`src/source/uart_consts.svh`:
```
// Shared constants for the word-wide UART subsystem.
// Include this header wherever a width, a depth or the oversample rate is needed.
// The package picks it up for its typedefs.

`ifndef UART_CONSTS_SVH
`define UART_CONSTS_SVH

`define UART_D_WIDTH     32  // Bus word width.
`define UART_I_DEPTH     4   // Input FIFO depth in words.
`define UART_O_DEPTH     4   // Output FIFO depth in words.
`define UART_OVERSAMPLE  16  // Ticks per bit.
`define UART_DIV_WIDTH   16

`endif

```
`src/source/uart_pkg.sv`:
```
// Types shared by the UART blocks.
// Refer to them with scoped names, for example uart_pkg::byte_t.

`include "uart_consts.svh"

package uart_pkg;

typedef logic [7:0]                 byte_t;
typedef logic [`UART_D_WIDTH-1:0]   word_t;
typedef logic [`UART_DIV_WIDTH-1:0] baud_div_t;  // Tick period minus one, in clock cycles.

// One-cycle error pulses.
typedef struct packed {
    logic frame_err;
    logic overrun;
} uart_status_t;

typedef enum logic [1:0] {TX_IDLE, TX_START, TX_DATA, TX_STOP} tx_state_e;

typedef enum logic [1:0] {RX_IDLE, RX_START, RX_DATA, RX_STOP} rx_state_e;

endpackage

```
`src/source/width_fifo.sv`:
```
// Synchronous FIFO with different write and read widths.
// The wider side must be a power-of-two multiple of the narrower one.
// Entries are kept at the narrow width, little-endian within a wide beat.
// I_DEPTH counts write-side beats. Empty and full are registered, so a
// write shows up on the read side one cycle later.

`timescale 1ns/1ns

module width_fifo #(
    parameter int I_WIDTH = 32,
    parameter int I_DEPTH = 4,
    parameter int O_WIDTH = 8
) (
    input  logic               clk_i,
    input  logic               rst_n_i,

    input  logic               wr_valid_i,
    input  logic [I_WIDTH-1:0] wr_data_i,
    output logic               wr_ready_o,

    output logic               rd_valid_o,
    output logic [O_WIDTH-1:0] rd_data_o,
    input  logic               rd_ready_i
);

localparam int N     = (I_WIDTH < O_WIDTH) ? I_WIDTH : O_WIDTH;
localparam int WR_N  = I_WIDTH / N;  // Entries written per beat.
localparam int RD_N  = O_WIDTH / N;  // Entries read per beat.
localparam int DEPTH = I_DEPTH * WR_N;
localparam int AW    = (DEPTH > 1) ? $clog2(DEPTH) : 1;
localparam int CW    = $clog2(DEPTH + 1);

logic [N-1:0]  mem [DEPTH];
logic [AW-1:0] wr_ptr_q;
logic [AW-1:0] rd_ptr_q;
logic [CW-1:0] count_q;
logic [CW-1:0] count_d;
logic          full_q;
logic          empty_q;
logic          wr_fire;
logic          rd_fire;

// Circular index. The offset never exceeds one lap.
function automatic logic [AW-1:0] wrap_idx(input logic [AW-1:0] base, input int offset);
    int idx;
    idx = int'(base) + offset;
    if (idx >= DEPTH) begin
        idx = idx - DEPTH;
    end
    return AW'(idx);
endfunction

assign wr_ready_o = ~full_q;
assign rd_valid_o = ~empty_q;
assign wr_fire    = wr_valid_i & wr_ready_o;
assign rd_fire    = rd_valid_o & rd_ready_i;

always_comb begin
    count_d = count_q;
    if (wr_fire) begin
        count_d = count_d + CW'(WR_N);
    end
    if (rd_fire) begin
        count_d = count_d - CW'(RD_N);
    end
end

always_ff @(posedge clk_i or negedge rst_n_i) begin
    if (!rst_n_i) begin
        wr_ptr_q <= '0;
        rd_ptr_q <= '0;
        count_q  <= '0;
        full_q   <= 1'b0;
        empty_q  <= 1'b1;
    end else begin
        if (wr_fire) begin
            wr_ptr_q <= wrap_idx(wr_ptr_q, WR_N);
        end
        if (rd_fire) begin
            rd_ptr_q <= wrap_idx(rd_ptr_q, RD_N);
        end
        count_q <= count_d;
        full_q  <= (int'(count_d) > DEPTH - WR_N);  // No room for a whole write beat.
        empty_q <= (int'(count_d) < RD_N);          // Not enough for a whole read beat.
    end
end

always_ff @(posedge clk_i) begin
    if (wr_fire) begin
        for (int k = 0; k < WR_N; k++) begin
            mem[wrap_idx(wr_ptr_q, k)] <= wr_data_i[k*N +: N];
        end
    end
end

always_comb begin
    for (int k = 0; k < RD_N; k++) begin
        rd_data_o[k*N +: N] = mem[wrap_idx(rd_ptr_q, k)];
    end
end

// The registered full flag must keep every accepted write inside the memory.
assert property (@(posedge clk_i) disable iff (!rst_n_i)
    wr_fire |-> (int'(count_q) + WR_N <= DEPTH));

endmodule

```
`src/source/uart_tx.sv`:
```
// UART transmitter. One accepted byte goes out as a start bit,
// eight data bits LSB first and a stop bit, each lasting one
// oversample period of ticks. tx_ready_o is high only while idle.

`timescale 1ns/1ns

`include "uart_consts.svh"

module uart_tx (
    input  logic                clk_i,
    input  logic                rst_n_i,
    input  logic                tick_i,

    input  uart_pkg::byte_t     tx_data_i,
    input  logic                tx_valid_i,
    output logic                tx_ready_o,

    output logic                tx_o
);

localparam int OS = `UART_OVERSAMPLE;
localparam int TW = $clog2(OS);
localparam logic [TW-1:0] LAST_TICK = TW'(OS - 1);

uart_pkg::tx_state_e state_q;
logic [TW-1:0]       tick_cnt_q;
logic [2:0]          bit_cnt_q;
uart_pkg::byte_t     shift_q;
logic                tx_q;

assign tx_ready_o = (state_q == uart_pkg::TX_IDLE);
assign tx_o       = tx_q;

always_ff @(posedge clk_i or negedge rst_n_i) begin
    if (!rst_n_i) begin
        state_q    <= uart_pkg::TX_IDLE;
        tick_cnt_q <= '0;
        bit_cnt_q  <= '0;
        tx_q       <= 1'b1;
    end else if (state_q == uart_pkg::TX_IDLE) begin
        if (tx_valid_i) begin
            state_q    <= uart_pkg::TX_START;  // Line drops on the next tick.
            tick_cnt_q <= '0;
            bit_cnt_q  <= '0;
        end
    end else if (tick_i) begin
        tick_cnt_q <= tick_cnt_q + 1'b1;
        case (state_q)
            uart_pkg::TX_START: tx_q <= 1'b0;
            uart_pkg::TX_DATA:  tx_q <= shift_q[0];
            default:            tx_q <= 1'b1;
        endcase
        if (tick_cnt_q == LAST_TICK) begin
            if (state_q == uart_pkg::TX_START) begin
                state_q <= uart_pkg::TX_DATA;
            end else if (state_q == uart_pkg::TX_DATA) begin
                bit_cnt_q <= bit_cnt_q + 1'b1;
                if (bit_cnt_q == 3'd7) begin
                    state_q <= uart_pkg::TX_STOP;
                end
            end else begin
                state_q <= uart_pkg::TX_IDLE;
            end
        end
    end
end

always_ff @(posedge clk_i) begin
    if (tx_valid_i && tx_ready_o) begin
        shift_q <= tx_data_i;
    end else if (tick_i && state_q == uart_pkg::TX_DATA && tick_cnt_q == LAST_TICK) begin
        shift_q <= {1'b0, shift_q[7:1]};  // Next bit moves into position 0.
    end
end

// The line idles high between frames.
assert property (@(posedge clk_i) disable iff (!rst_n_i)
    (state_q == uart_pkg::TX_IDLE) |-> tx_o);

endmodule

```
`src/source/uart_rx.sv`:
```
// UART receiver. The line is synchronized, a falling edge starts a frame
// and the start bit is confirmed at mid-bit, so a short glitch is ignored.
// Data bits are sampled at their middle and the stop bit is checked.
// rx_valid_o pulses for one cycle at the middle of the stop bit; a byte
// with a low stop bit still comes out, flagged by frame_err_o.

`timescale 1ns/1ns

`include "uart_consts.svh"

module uart_rx (
    input  logic            clk_i,
    input  logic            rst_n_i,
    input  logic            tick_i,
    input  logic            rx_i,

    output uart_pkg::byte_t rx_data_o,
    output logic            rx_valid_o,
    output logic            frame_err_o
);

localparam int OS = `UART_OVERSAMPLE;
localparam int TW = $clog2(OS);
localparam logic [TW-1:0] LAST_TICK = TW'(OS - 1);
localparam logic [TW-1:0] HALF_TICK = TW'(OS / 2 - 1);

uart_pkg::rx_state_e state_q;
logic [TW-1:0]       tick_cnt_q;
logic [2:0]          bit_cnt_q;
uart_pkg::byte_t     shift_q;
logic                rx_meta_q;
logic                rx_sync_q;
logic                rx_prev_q;
logic                valid_q;
logic                ferr_q;

assign rx_data_o   = shift_q;
assign rx_valid_o  = valid_q;
assign frame_err_o = ferr_q;

always_ff @(posedge clk_i or negedge rst_n_i) begin
    if (!rst_n_i) begin
        rx_meta_q <= 1'b1;
        rx_sync_q <= 1'b1;
        rx_prev_q <= 1'b1;
    end else begin
        rx_meta_q <= rx_i;
        rx_sync_q <= rx_meta_q;
        rx_prev_q <= rx_sync_q;
    end
end

always_ff @(posedge clk_i or negedge rst_n_i) begin
    if (!rst_n_i) begin
        state_q    <= uart_pkg::RX_IDLE;
        tick_cnt_q <= '0;
        bit_cnt_q  <= '0;
        valid_q    <= 1'b0;
        ferr_q     <= 1'b0;
    end else begin
        valid_q <= 1'b0;
        ferr_q  <= 1'b0;
        if (state_q == uart_pkg::RX_IDLE) begin
            if (rx_prev_q && !rx_sync_q) begin
                state_q    <= uart_pkg::RX_START;
                tick_cnt_q <= '0;
                bit_cnt_q  <= '0;
            end
        end else if (tick_i) begin
            tick_cnt_q <= tick_cnt_q + 1'b1;
            case (state_q)
                uart_pkg::RX_START: begin
                    if (tick_cnt_q == HALF_TICK) begin
                        tick_cnt_q <= '0;  // Later bits are counted from mid-bit.
                        state_q    <= rx_sync_q ? uart_pkg::RX_IDLE : uart_pkg::RX_DATA;
                    end
                end
                uart_pkg::RX_DATA: begin
                    if (tick_cnt_q == LAST_TICK) begin
                        bit_cnt_q <= bit_cnt_q + 1'b1;
                        if (bit_cnt_q == 3'd7) begin
                            state_q <= uart_pkg::RX_STOP;
                        end
                    end
                end
                default: begin
                    if (tick_cnt_q == LAST_TICK) begin
                        valid_q <= 1'b1;
                        ferr_q  <= ~rx_sync_q;
                        state_q <= uart_pkg::RX_IDLE;
                    end
                end
            endcase
        end
    end
end

always_ff @(posedge clk_i) begin
    if (tick_i && state_q == uart_pkg::RX_DATA && tick_cnt_q == LAST_TICK) begin
        shift_q <= {rx_sync_q, shift_q[7:1]};  // LSB arrives first.
    end
end

assert property (@(posedge clk_i) disable iff (!rst_n_i)
    frame_err_o |-> rx_valid_o);

endmodule

```
`src/source/uart_core.sv`:
```
// Byte-level UART control. Makes the oversample tick from the divider,
// hands input bytes to the transmitter and registers received bytes
// toward the output side. A byte that arrives while the output side is
// not ready is dropped and reported as an overrun.
// Error pulses come out on status_o.

`timescale 1ns/1ns

module uart_core (
    input  logic                   clk_i,
    input  logic                   rst_n_i,

    input  uart_pkg::baud_div_t    baud_div_i,

    input  uart_pkg::byte_t        in_data_i,
    input  logic                   in_valid_i,
    output logic                   in_ready_o,

    output uart_pkg::byte_t        out_data_o,
    output logic                   out_valid_o,
    input  logic                   out_ready_i,

    input  logic                   rx_i,
    output logic                   tx_o,

    output uart_pkg::uart_status_t status_o
);

uart_pkg::baud_div_t    div_cnt_q;
logic                   tick;
uart_pkg::byte_t        rx_data;
logic                   rx_valid;
logic                   frame_err;
uart_pkg::byte_t        out_data_q;
logic                   out_valid_q;
logic                   take;
logic                   drop;
uart_pkg::uart_status_t status_q;

// A run-time change to a smaller divider must not stall the counter.
assign tick = (div_cnt_q >= baud_div_i);

always_ff @(posedge clk_i or negedge rst_n_i) begin
    if (!rst_n_i) begin
        div_cnt_q <= '0;
    end else begin
        div_cnt_q <= tick ? '0 : div_cnt_q + 1'b1;
    end
end

assign take        = rx_valid & out_ready_i;
assign drop        = rx_valid & ~out_ready_i;
assign out_data_o  = out_data_q;
assign out_valid_o = out_valid_q;
assign status_o    = status_q;

always_ff @(posedge clk_i or negedge rst_n_i) begin
    if (!rst_n_i) begin
        out_valid_q <= 1'b0;
        status_q    <= '0;
    end else begin
        if (take) begin
            out_valid_q <= 1'b1;
        end else if (out_ready_i) begin
            out_valid_q <= 1'b0;
        end
        status_q.frame_err <= frame_err;
        status_q.overrun   <= drop;
    end
end

always_ff @(posedge clk_i) begin
    if (take) begin
        out_data_q <= rx_data;
    end
end

uart_tx uart_tx_inst (
    .clk_i      (clk_i),
    .rst_n_i    (rst_n_i),
    .tick_i     (tick),
    .tx_data_i  (in_data_i),
    .tx_valid_i (in_valid_i),
    .tx_ready_o (in_ready_o),
    .tx_o       (tx_o)
);

uart_rx uart_rx_inst (
    .clk_i       (clk_i),
    .rst_n_i     (rst_n_i),
    .tick_i      (tick),
    .rx_i        (rx_i),
    .rx_data_o   (rx_data),
    .rx_valid_o  (rx_valid),
    .frame_err_o (frame_err)
);

// The FIFO only fills through our own writes, so a held byte never meets a drop.
assert property (@(posedge clk_i) disable iff (!rst_n_i)
    drop |-> !out_valid_o);

endmodule

```
`src/source/uart.sv`:
```
// UART subsystem top level with 32-bit streaming ports.
// Words from the input port are split into bytes, LSB byte first, and sent
// on tx_o. Bytes received on rx_i are packed back into words in the same
// order. The bit rate is set at run time by baud_div_i.
// status_o carries one-cycle error pulses.

`timescale 1ns/1ns

`include "uart_consts.svh"

module uart #(
    parameter int I_DEPTH = `UART_I_DEPTH,  // Words.
    parameter int O_DEPTH = `UART_O_DEPTH   // Words.
) (
    input  logic                   clk_i,
    input  logic                   rst_n_i,

    input  uart_pkg::baud_div_t    baud_div_i,

    input  uart_pkg::word_t        in_data_i,
    input  logic                   in_valid_i,
    output logic                   in_ready_o,

    output uart_pkg::word_t        out_data_o,
    output logic                   out_valid_o,
    input  logic                   out_ready_i,

    input  logic                   rx_i,
    output logic                   tx_o,

    output uart_pkg::uart_status_t status_o
);

localparam int B_WIDTH = $bits(uart_pkg::byte_t);
localparam int W_BYTES = `UART_D_WIDTH / B_WIDTH;

uart_pkg::byte_t in_byte;
logic            in_byte_valid;
logic            in_byte_ready;

uart_pkg::byte_t out_byte;
logic            out_byte_valid;
logic            out_byte_ready;

width_fifo #(
    .I_WIDTH (`UART_D_WIDTH),
    .I_DEPTH (I_DEPTH),
    .O_WIDTH (B_WIDTH)
) fifo_in_data (
    .clk_i      (clk_i),
    .rst_n_i    (rst_n_i),
    .wr_valid_i (in_valid_i),
    .wr_data_i  (in_data_i),
    .wr_ready_o (in_ready_o),
    .rd_valid_o (in_byte_valid),
    .rd_data_o  (in_byte),
    .rd_ready_i (in_byte_ready)
);

// Depth is given in bytes on the narrow write side.
width_fifo #(
    .I_WIDTH (B_WIDTH),
    .I_DEPTH (O_DEPTH * W_BYTES),
    .O_WIDTH (`UART_D_WIDTH)
) fifo_out_data (
    .clk_i      (clk_i),
    .rst_n_i    (rst_n_i),
    .wr_valid_i (out_byte_valid),
    .wr_data_i  (out_byte),
    .wr_ready_o (out_byte_ready),
    .rd_valid_o (out_valid_o),
    .rd_data_o  (out_data_o),
    .rd_ready_i (out_ready_i)
);

uart_core uart_core_inst (
    .clk_i       (clk_i),
    .rst_n_i     (rst_n_i),
    .baud_div_i  (baud_div_i),
    .in_data_i   (in_byte),
    .in_valid_i  (in_byte_valid),
    .in_ready_o  (in_byte_ready),
    .out_data_o  (out_byte),
    .out_valid_o (out_byte_valid),
    .out_ready_i (out_byte_ready),
    .rx_i        (rx_i),
    .tx_o        (tx_o),
    .status_o    (status_o)
);

endmodule

```
`config.mk`:
```
export PLATFORM = sky130hd
export DESIGN_NAME = uart
export DESIGN_NICKNAME = d
export VERILOG_FILES = /design/src/source/uart_pkg.sv /design/src/source/width_fifo.sv /design/src/source/uart_tx.sv /design/src/source/uart_rx.sv /design/src/source/uart_core.sv /design/src/source/uart.sv
export VERILOG_INCLUDE_DIRS = /design/src /design/src/source
export SDC_FILE = /design/constraint.sdc
export NUM_CORES = 1
export LEC_CHECK = 0
export BUFFER_PORTS_ARGS = -buffer_cell sky130_fd_sc_hd__buf_2
export CORE_MARGIN = 2
export CORE_UTILIZATION = 35
export CTS_BUF_LIST = sky130_fd_sc_hd__clkbuf_4 sky130_fd_sc_hd__clkbuf_8
export DETAILED_ROUTE_END_ITERATION = 6
export SYNTH_ARGS = -nofsm -noshare
export SYNTH_HDL_FRONTEND = slang
export SYNTH_HIERARCHICAL = 1
export SYNTH_SLANG_ARGS = --single-unit
```
`constraint.sdc`:
```
create_clock -name clk_i -period 2.87 [get_ports clk_i]
set_clock_uncertainty 0.05 [all_clocks]
set_input_delay 0.1435 -clock clk_i [delete_from_list [all_inputs] [get_ports clk_i]]
set_output_delay 0.1435 -clock clk_i [all_outputs]
set_load 0.01 [all_outputs]
```
# Word level (Yosys, flattened, before mapping)
# Memory sizes are Yosys's and may differ from the RTL's.
# Cells that the tools add are included.
# Widths: inputs -> output; s select.
# word_totals
register_bits	97
latchBits	0
ram_bits	256
romBits	0
in_bits	53
word_cells	213
n_memories	2
# classes
add_sub_neg	33
mul	0
div_mod_pow	0
order_cmp	19
n_eq_ne	17
n_shift	0
mux	76
n_bitwise	12
reduce_logical	25
# mem_list
memory	words	word_bits	read_ports	rd_ports_with_merged_regs	wr	line	source
fifo_in_data.mem	16	8	1	0	4	width_fifo.sv:33	logic [N-1:0] mem [DEPTH];
fifo_out_data.mem	16	8	4	0	1	width_fifo.sv:33	
# op_table
op	n
$mux 4	27
$sub 4x1->4 const B	14
$ge 5x5->1 const B	10
$mux 3	11
$mux 2	15
$add 4x1->5 const B	4
$add 4x2->5 const B	4
$ge 4x5->1 const B	4
$mux 5	4
$add 16x1->16 const B	1
$ge 16x16->1	1
$mux 16	1
$mux 8	2
$mux 1	14
$reduce_bool 2->1	7
$add 4x3->5 const B	2
$gt 5x4->1 const B	2
$ne 3x3->1 const B	3
$add 4x1->4 const B	2
$eq 4x4->1 const B	2
$reduce_and 4->1	2
$add 3x1->3 const B	2
$and 1x1->1	6
$eq 3x3->1 const B	2
other kinds (23)	40

# Logic depth before layout (Yosys ltp)
# Gate-level depths: netlist of the first run.
# depth
word_depth	7
depth_mapped	10
mapped_depth_nobuf	10

# Hierarchy
# The synthesis of the first run kept the hierarchy.
# by_module_without_submodules
mod	n_inst	cells_each	area_each_um2
width_fifo at fifo_in_data	1	249	5646.7
width_fifo at fifo_out_data	1	247	5442.7
uart_core	1	144	1599.0
uart_tx	1	82	985.9
uart_rx	1	79	973.4

# Worst setup path before layout of the first run
# Ideal clock, no wire load.
# synth_timing
kind	reg2reg
start	register uart_core_inst.div_cnt_q[11]
end	register uart_core_inst.uart_tx_inst.shift_q[0], enable pin
setup_ns	0.384
t_arrival_ns	2.665
required_time_ns	2.436
setup_slack_ns	-0.229
stages_incl_launch_ff	9
n_path_buf	1
period_less_slack_ns	3.099
path_cell_list	dfrtp_1 ha_1 nand4_1 or3_4 o31ai_4 or3_1 buf_2 nand2_1 o21ai_0
# synth_between
elab_chain_cells	4
# synth_rtl
item	line	source
start, declared	uart_core.sv:29	uart_pkg::baud_div_t div_cnt_q;
start signal, assigned	uart_core.sv:47	div_cnt_q <= tick ? '0 : div_cnt_q + 1'b1;
$ge 16x16->1	uart_core.sv:41	assign tick = (div_cnt_q >= baud_div_i);
via uart_core_inst.tick	uart_core.sv:30	logic tick;
$logic_and 1x1->1 (2 in series)	uart_tx.sv:71	end else if (tick_i && state_q == uart_pkg::TX_DATA && tick_cnt_q == LAST_TICK) begin
$reduce_bool 2->1 (no source line)	n/a	
end signal, assigned	uart_tx.sv:70	shift_q <= tx_data_i;
end signal, assigned	uart_tx.sv:72	shift_q <= {1'b0, shift_q[7:1]};
end, declared	uart_tx.sv:28	uart_pkg::byte_t shift_q;
# The timed path passes the listed nets, and every way through them passes these cells.
# A chain may end at the register's enable or synchronous reset.

# Worst setup path after layout of the first run
# layout_timing
start	register uart_core_inst.div_cnt_q[6]
end	register uart_core_inst.uart_rx_inst.state_q[1]
# layout_between
elab_chain_cells	3
# layout_rtl
item	line	source
$ge 16x16->1	uart_core.sv:41	
via uart_core_inst.tick	uart_core.sv:30	
$reduce_bool 2->1 (no source line)	n/a	
$reduce_and 6->1 (no source line)	n/a	
end signal, assigned	uart_rx.sv:75	state_q <= rx_sync_q ? uart_pkg::RX_IDLE : uart_pkg::RX_DATA;
end signal, assigned	uart_rx.sv:82	state_q <= uart_pkg::RX_STOP;
end signal, assigned	uart_rx.sv:90	state_q <= uart_pkg::RX_IDLE;
end, declared	uart_rx.sv:27	uart_pkg::rx_state_e state_q;
# The timed path passes the listed nets, and every way through them passes these cells.

==> metrics.txt, run 1 <==
worst vdd ir 0.497 mV; final setup fails 0; mux contribution to synthesized area 12.9%; commonest non-fill, non-tap cell in the layout edfxtp_1; Worst path most repeated cell or3_4; Synth Area in Adders 3.76%; Num CTS Buffers 57; Crit. End Element flip-flop; launch point of the worst reg-to-reg path uart_core_inst/div_cnt_q[6]; first-pass GRT wire length 43,700 um; Clock Tree Root clkbuf_8; crit path time final 2.75 ns; die area 43,500 sq um; Top FF cell, synth edfxtp_1; #FFs+latches synth 349; status finished, final reports clean; num ports 90; Crit Path Max Fanout 11; clock latency on the worst-skew pair 0.64 ns; Slew HR 50.3%; layout cells sized above 1 28.8%; Reg2Reg Setup Slack 0.12 ns; ys async rst share 19.8%; placed insts 1,439; Post-synth EDFFs 280; CP Buf/Inv Count 1; DP HPWL 16,400 um; fin cells 1,583; Setup CP Type reg2reg; Synth Area in XOR/XNOR 2.31%; detailed router's first-iteration violation count 353; setup_tns 0 ns; crit-path cells ha_1 > nand4_1 > or3_4 > o31ai_4 > or3_4 > buf_12 > nand2b_1 > o21a_1 > or4b_1 > o311ai_1; vias per cell 4.80; max-cap violations 0; maximum clock insertion buffer count 3; final WL 27,000 um; synthesized area per cell 18.3 sq um; Hold Vio Cnt, Final 0; Synth area leaders edfxtp_1 57%, dfrtp_1 11%, mux4_1 6.1%, mux4_2 5.8%, ha_1 3.8%; Critical Path Source Type flip-flop; Synth cell types 62; Worst Path Arrival 3.24 ns; Fmax 363 MHz; drt wl/cell 17.0 um; Detail Route Antenna Nets 0; crit path capture uart_core_inst/uart_rx_inst/state_q[1]; row count 74; RSZ-0062 raised after global routing no; cell area power density 816 nW/um^2; commonest non-fill, non-tap cells in the layout 280 x edfxtp_1, 88 x buf_2, 62 x dfrtp_1; number of port buffers 89; CTS tree built; Final Worst Setup Slack 0.118 ns; Leakage Power 6.35 nW; initial core utilization 35.6%; GRT Resource Usage Total 12.8%; Pre-antenna DRT Iters 5; R2R Path End uart_core_inst/uart_rx_inst/state_q[1]; main combinational cell family by area after synthesis multiplexers; DP Worst Slack 0.0353 ns; final instance area 17,500 sq um; worst reg2reg path depth 10; CP max stage delay 0.47 ns; max-slew violations 0; n_diodes 0; DR vias 7,594; initial antenna violation count 0; Worst path top cell family by delay simple AND/OR/NAND/NOR gates; Filler Cells Inserted 3,703; largest net degree at the start of global routing 36; complex-gate fraction of the synthesized area 2.77%; Yosys top cell by area edfxtp_1; CP max stage cell or4b_1; share of the synthesized area in the top cell type 57.4%; Cell Area, Synth 14,600 sq um; worst hold path type in2async; YS warnings 6; Core Footprint 41,100 sq um; Synth Instances 801; Req. time, crit path 3.36 ns; synthesized net count 898; Die Y 209 um; placed cell area 16,000 sq um; # clock sinks 349; Final #Nets 1,100; routability cong. 0.741; vias in the first global route 8,014; Worst Setup SP uart_core_inst/div_cnt_q[6]; Worst path depth 10; clock-pin slew on the worst setup and hold paths 0.06 ns; postcts setup bufs 0; actual slew at the worst max-slew pin 0.742 ns; Area Growth Syn to Fin 19.5%; final period utilization 95.9%; Die X 209 um; CTS HTree Levels 2; Post-Synth Simple-Gate Area 6.40%; total congestion overflow 0; drt drc 0; sequential fraction of the synthesis area 69.2%
## routing by layer
| layer | part of all wire, % | track usage [%] |
|---|---|---|
| met1 | 44 | 16.2 |
| met2 | 50 | 21.6 |
| met4 | 2.0 | 4.58 |
| met5 | 0 | 0 |
| met3 | 4.5 | 2.81 |
## registers in the layout (all words and copies together), names as in the netlist, 2 cells and up
signal and count:
uart_core_inst/out_data_o 8, uart_core_inst/uart_tx_inst/shift_q 8, uart_core_inst/uart_tx_inst/tick_cnt_q 4, uart_core_inst/div_cnt_q 16, uart_core_inst/uart_tx_inst/state_q 2, uart_core_inst/uart_rx_inst/bit_cnt_q 3, uart_core_inst/uart_rx_inst/state_q 2, fifo_in_data/wr_ptr_q 2
fifo_out_data/wr_ptr_q 4, uart_core_inst/status_o 2, fifo_out_data/mem 128, uart_core_inst/uart_rx_inst/rx_data_o 8, fifo_in_data/count_q 5, uart_core_inst/uart_rx_inst/tick_cnt_q 4, uart_core_inst/uart_tx_inst/bit_cnt_q 3, fifo_in_data/mem 128
fifo_out_data/count_q 5, fifo_in_data/rd_ptr_q 4, fifo_out_data/rd_ptr_q 2
## through the flow
stage / utilization, % / hold WS (ns) / total power (W)
floorplan: - / -0.202 / 0.00912
detailed placement: 38.8 / 0.0815 / 0.0101
finish: 42.6 / 0.0440 / 0.0143
CTS: 42.5 / 0.00242 / 0.0145
global route: 42.6 / 0.0311 / 0.0151
global placement: 38.8 / 0.0824 / 0.0100
## worst min path at each step
stage,from,end
floorplan,rst_n_i,fifo_in_data/count_q[0]
global placement,rst_n_i,uart_core_inst/div_cnt_q[12]
detailed placement,rst_n_i,uart_core_inst/div_cnt_q[13]
CTS,rst_n_i,uart_core_inst/uart_tx_inst/tx_o
global route,rst_n_i,uart_core_inst/uart_tx_inst/tx_o
finish,rst_n_i,uart_core_inst/uart_tx_inst/tx_o
## report_power, final
| part | switching, W | total [W] | internal, W |
|---|---|---|---|
| registers | 0.000351 | 0.00636 | 0.00601 |
| logic | 0.00175 | 0.00364 | 0.00189 |
| clock network | 0.00196 | 0.00429 | 0.00233 |
## logic make-up after synthesis
logic type	Yosys count
compound gates	58
fa+ha+maj	44
flops	349
xor+xnor	37
mux	85
simple gates	157
buf+inv	71
## cell type report
type	instances	area, sq um	area share [%]
tap	532	666	3.80
clock inverter	37	263	1.50
multi-input combinational	381	4150	23.7
clock buffer	70	888	5.08
sequential	349	10100	58.0
timing repair buffer	175	1250	7.12
inverter	39	146	0.837
## repair_timing
| action | CTS | global route |
|---|---|---|
| hold buffers | 37 | 0 |
| hold endpoints to repair | 202 | 0 |
| gates resized for setup | 0 | 4 |
| setup endpoints to repair | 0 | 9 |
## cells in the mapped netlist, drive strengths merged, types with 18 or more instances
library cell / count
mux4: 72
nor2: 21
dfrtp: 63
edfxtp: 280
nand2: 32
buf: 19
inv: 39
xnor2: 29
nor4: 21
ha: 44
o21ai: 18
No activity file was read; power rests on OpenSTA's default activity.
==> run 2, diff against run 1 <==
--- a/config.mk
+++ b/config.mk
@@ -8,9 +8,10 @@
 export LEC_CHECK = 0
 export BUFFER_PORTS_ARGS = -buffer_cell sky130_fd_sc_hd__buf_2
 export CORE_MARGIN = 2
-export CORE_UTILIZATION = 35
+export CORE_UTILIZATION = 57
 export CTS_BUF_LIST = sky130_fd_sc_hd__clkbuf_4 sky130_fd_sc_hd__clkbuf_8
 export DETAILED_ROUTE_END_ITERATION = 6
+export PLACE_DENSITY = 0.78
 export SYNTH_ARGS = -nofsm -noshare
 export SYNTH_HDL_FRONTEND = slang
 export SYNTH_HIERARCHICAL = 1
==> run 2 against run 1 <==
Compared with the run above: clock-buffer cell count decreased by 1; clock power shrank 9.3%; register-to-register slack is essentially flat; total power decreased by 3.2%; combinational power hardly changed; global-route usage grew 7.3 points; via count decreased by 0.12%; critical path depth down 1; critical endpoint unchanged; highest routed layer unchanged.
==> metrics.txt, run 2 (same netlist as run 1, synthesis figures left out) <==
status finished, final reports clean (unchanged); Die Y 164 um (was 209 um); detailed router's first-iteration violation count 543 (was 353); Worst Path Arrival 3.18 ns (was 3.24 ns); commonest non-fill, non-tap cell in the layout edfxtp_1 (unchanged); Num CTS Buffers 53 (was 57); vias per cell 5.60 (was 4.80); row count 58 (was 74); max-slew violations 0 (unchanged); DP HPWL 15,900 um (was 16,400 um); final setup fails 0 (unchanged); Clock Tree Root clkbuf_8 (unchanged); clock-pin slew on the worst setup and hold paths 0.06 ns (about the same); utilization of the core after routing 67.3% (was 42.6%); drt wl/cell 19.2 um (was 17.0 um); Req. time, crit path 3.30 ns (was 3.36 ns); Leakage Power 6.20 nW (was 6.35 nW); Filler Cells Inserted 1,616 (was 3,703); actual slew at the worst max-slew pin 0.897 ns (was 0.742 ns); postcts setup bufs 0 (unchanged); RSZ-0062 raised after global routing no (unchanged); fin cells 1,354 (was 1,583); CTS tree built (unchanged); DP Worst Slack -0.0774 ns (was 0.0353 ns); Pre-antenna DRT Iters 5 (unchanged); biggest regs fifo_in_data/mem x128, fifo_out_data/mem x128, uart_core_inst/div_cnt_q x16 (unchanged); final period utilization 95.9% (about the same); CTS HTree Levels 2 (unchanged); vias in the first global route 8,005 (was 8,014); max-cap violations 0 (unchanged); worst hold path type in2reg (was in2async); layout cells sized above 1 28.0% (was 28.8%); die area 27,000 sq um (was 43,500 sq um); n_diodes 0 (unchanged); Die X 164 um (was 209 um); final WL 26,000 um (was 27,000 um); Critical Path Source Type flip-flop (unchanged); Final #Nets 1,078 (was 1,100); placed insts 1,221 (was 1,439); number of port buffers 89 (unchanged); Core Footprint 25,200 sq um (was 41,100 sq um); largest net degree at the start of global routing 70 (was 36); clock latency on the worst-skew pair 0.59 ns (was 0.64 ns); total congestion overflow 0 (unchanged); Crit. End Element flip-flop (unchanged); initial core utilization 58.2% (was 35.6%); initial antenna violation count 0 (unchanged); num ports 90 (unchanged); Detail Route Antenna Nets 0 (unchanged); Crit Path Max Fanout 8 (was 11); first-pass GRT wire length 41,500 um (was 43,700 um); DR vias 7,585 (was 7,594); Slew HR 40.2% (was 50.3%); worst vdd ir 0.485 mV (was 0.497 mV); drt drc 0 (unchanged); crit path time final 2.75 ns (about the same); GRT Resource Usage Total 20.1% (was 12.8%); routability cong. 0.800 (was 0.741); Area Growth Syn to Fin 15.7% (was 19.5%); Setup CP Type reg2reg (unchanged); # clock sinks 349 (unchanged); cell area power density 816 nW/um^2 (about the same); Final Worst Setup Slack 0.117 ns (was 0.118 ns); Fmax 363 MHz (about the same); maximum clock insertion buffer count 3 (unchanged); Hold Vio Cnt, Final 0 (unchanged); commonest non-fill, non-tap cells in the layout 280 x edfxtp_1, 88 x buf_2, 62 x dfrtp_1 (unchanged)
[run 2: cell types whose count changed in the layout (fill, tap and decap cells not counted), sizes merged]
| cell | change |
|---|---|
| clkbuf | -1 |
| inv | -1 |
| buf | -17 |
| clkinvlp | +1 |
| bufinv | -2 |
| dlygate4sd3 | -1 |
| clkinv | -6 |
[run 2: path summary, 6_finish.rpt]
path / start / endpoint / slack (ns) / depth (start not counted)
worst max-delay path: uart_core_inst/div_cnt_q[14] / uart_core_inst/uart_rx_inst/state_q[1] / 0.12 / 9
worst min-delay path: in_valid_i / fifo_in_data/wr_ptr_q[2] / 0.07 / 4
worst max register to register: uart_core_inst/div_cnt_q[14] / uart_core_inst/uart_rx_inst/state_q[1] / 0.12 / 9
worst min register to register: uart_core_inst/uart_rx_inst/frame_err_o / uart_core_inst/status_o[1] / 0.31 / 0
max in group asynchronous: rst_n_i / fifo_in_data/rd_ptr_q[1] / 1.96 / 2
min in group asynchronous: rst_n_i / uart_core_inst/div_cnt_q[13] / 0.19 / 2
[run 2: metal layers]
layer,global-route usage (%),wire length [um],vias up,part of all wire [%]
met5,0,0,-,0
met4,6.10,445,0,1.7
met3,3.61,1040,33,4.0
met2,35.8,13700,185,53
met1,25.2,10800,3820,42
li1,-,-,3547,-
[run 2: timing repair]
action / 4_1_cts / 5_1_grt
gates resized for setup: 1 / 2
endpoints found under the setup margin: 3 / 2
hold endpoints to repair: 194 / 0
hold buffers: 35 / 0
[run 2: critical path, stage by stage (launching register included)]
cell	delay, ns
dfrtp_1	0.39
ha_1	0.31
nand4_1	0.14
or3_4	0.42
o31ai_4	0.26
or3_4	0.24
nand2b_1	0.14
o21a_1	0.14
or4b_1	0.47
o311ai_1	0.11
[run 2: final cells by class]
| cell class | instances | area [sq um] | share of cell area, % |
|---|---|---|---|
| well taps | 330 | 413 | 2.44 |
| inverters | 39 | 146 | 0.864 |
| clock inverters | 29 | 178 | 1.05 |
| flip-flops and latches | 349 | 10100 | 59.9 |
| repair buffers | 157 | 1060 | 6.25 |
| multi-input cells | 381 | 4150 | 24.5 |
| clock buffers | 69 | 856 | 5.05 |
[run 2: power breakdown]
| group | leakage, nW | total, W | internal [W] | switching [W] |
|---|---|---|---|---|
| clock | 0.551 | 0.00389 | 0.00206 | 0.00184 |
| combinational | 2.27 | 0.00361 | 0.00183 | 0.00178 |
| sequential | 3.37 | 0.00633 | 0.00601 | 0.000321 |
[run 2: per-stage QoR]
stage / total power (W) / instance area (sq um) / hold slack [ns] / setup TNS [ns]
final: 0.0138 / 16900 / 0.0747 / 0
after global routing: 0.0146 / 16900 / 0.0978 / 0
after CTS: 0.0140 / 16900 / 0.0547 / 0
after detailed placement: 0.0100 / 15500 / 0.219 / -0.122
after global placement: 0.00989 / 15500 / 0.217 / 0
after floorplan: 0.00912 / 14700 / -0.202 / 0
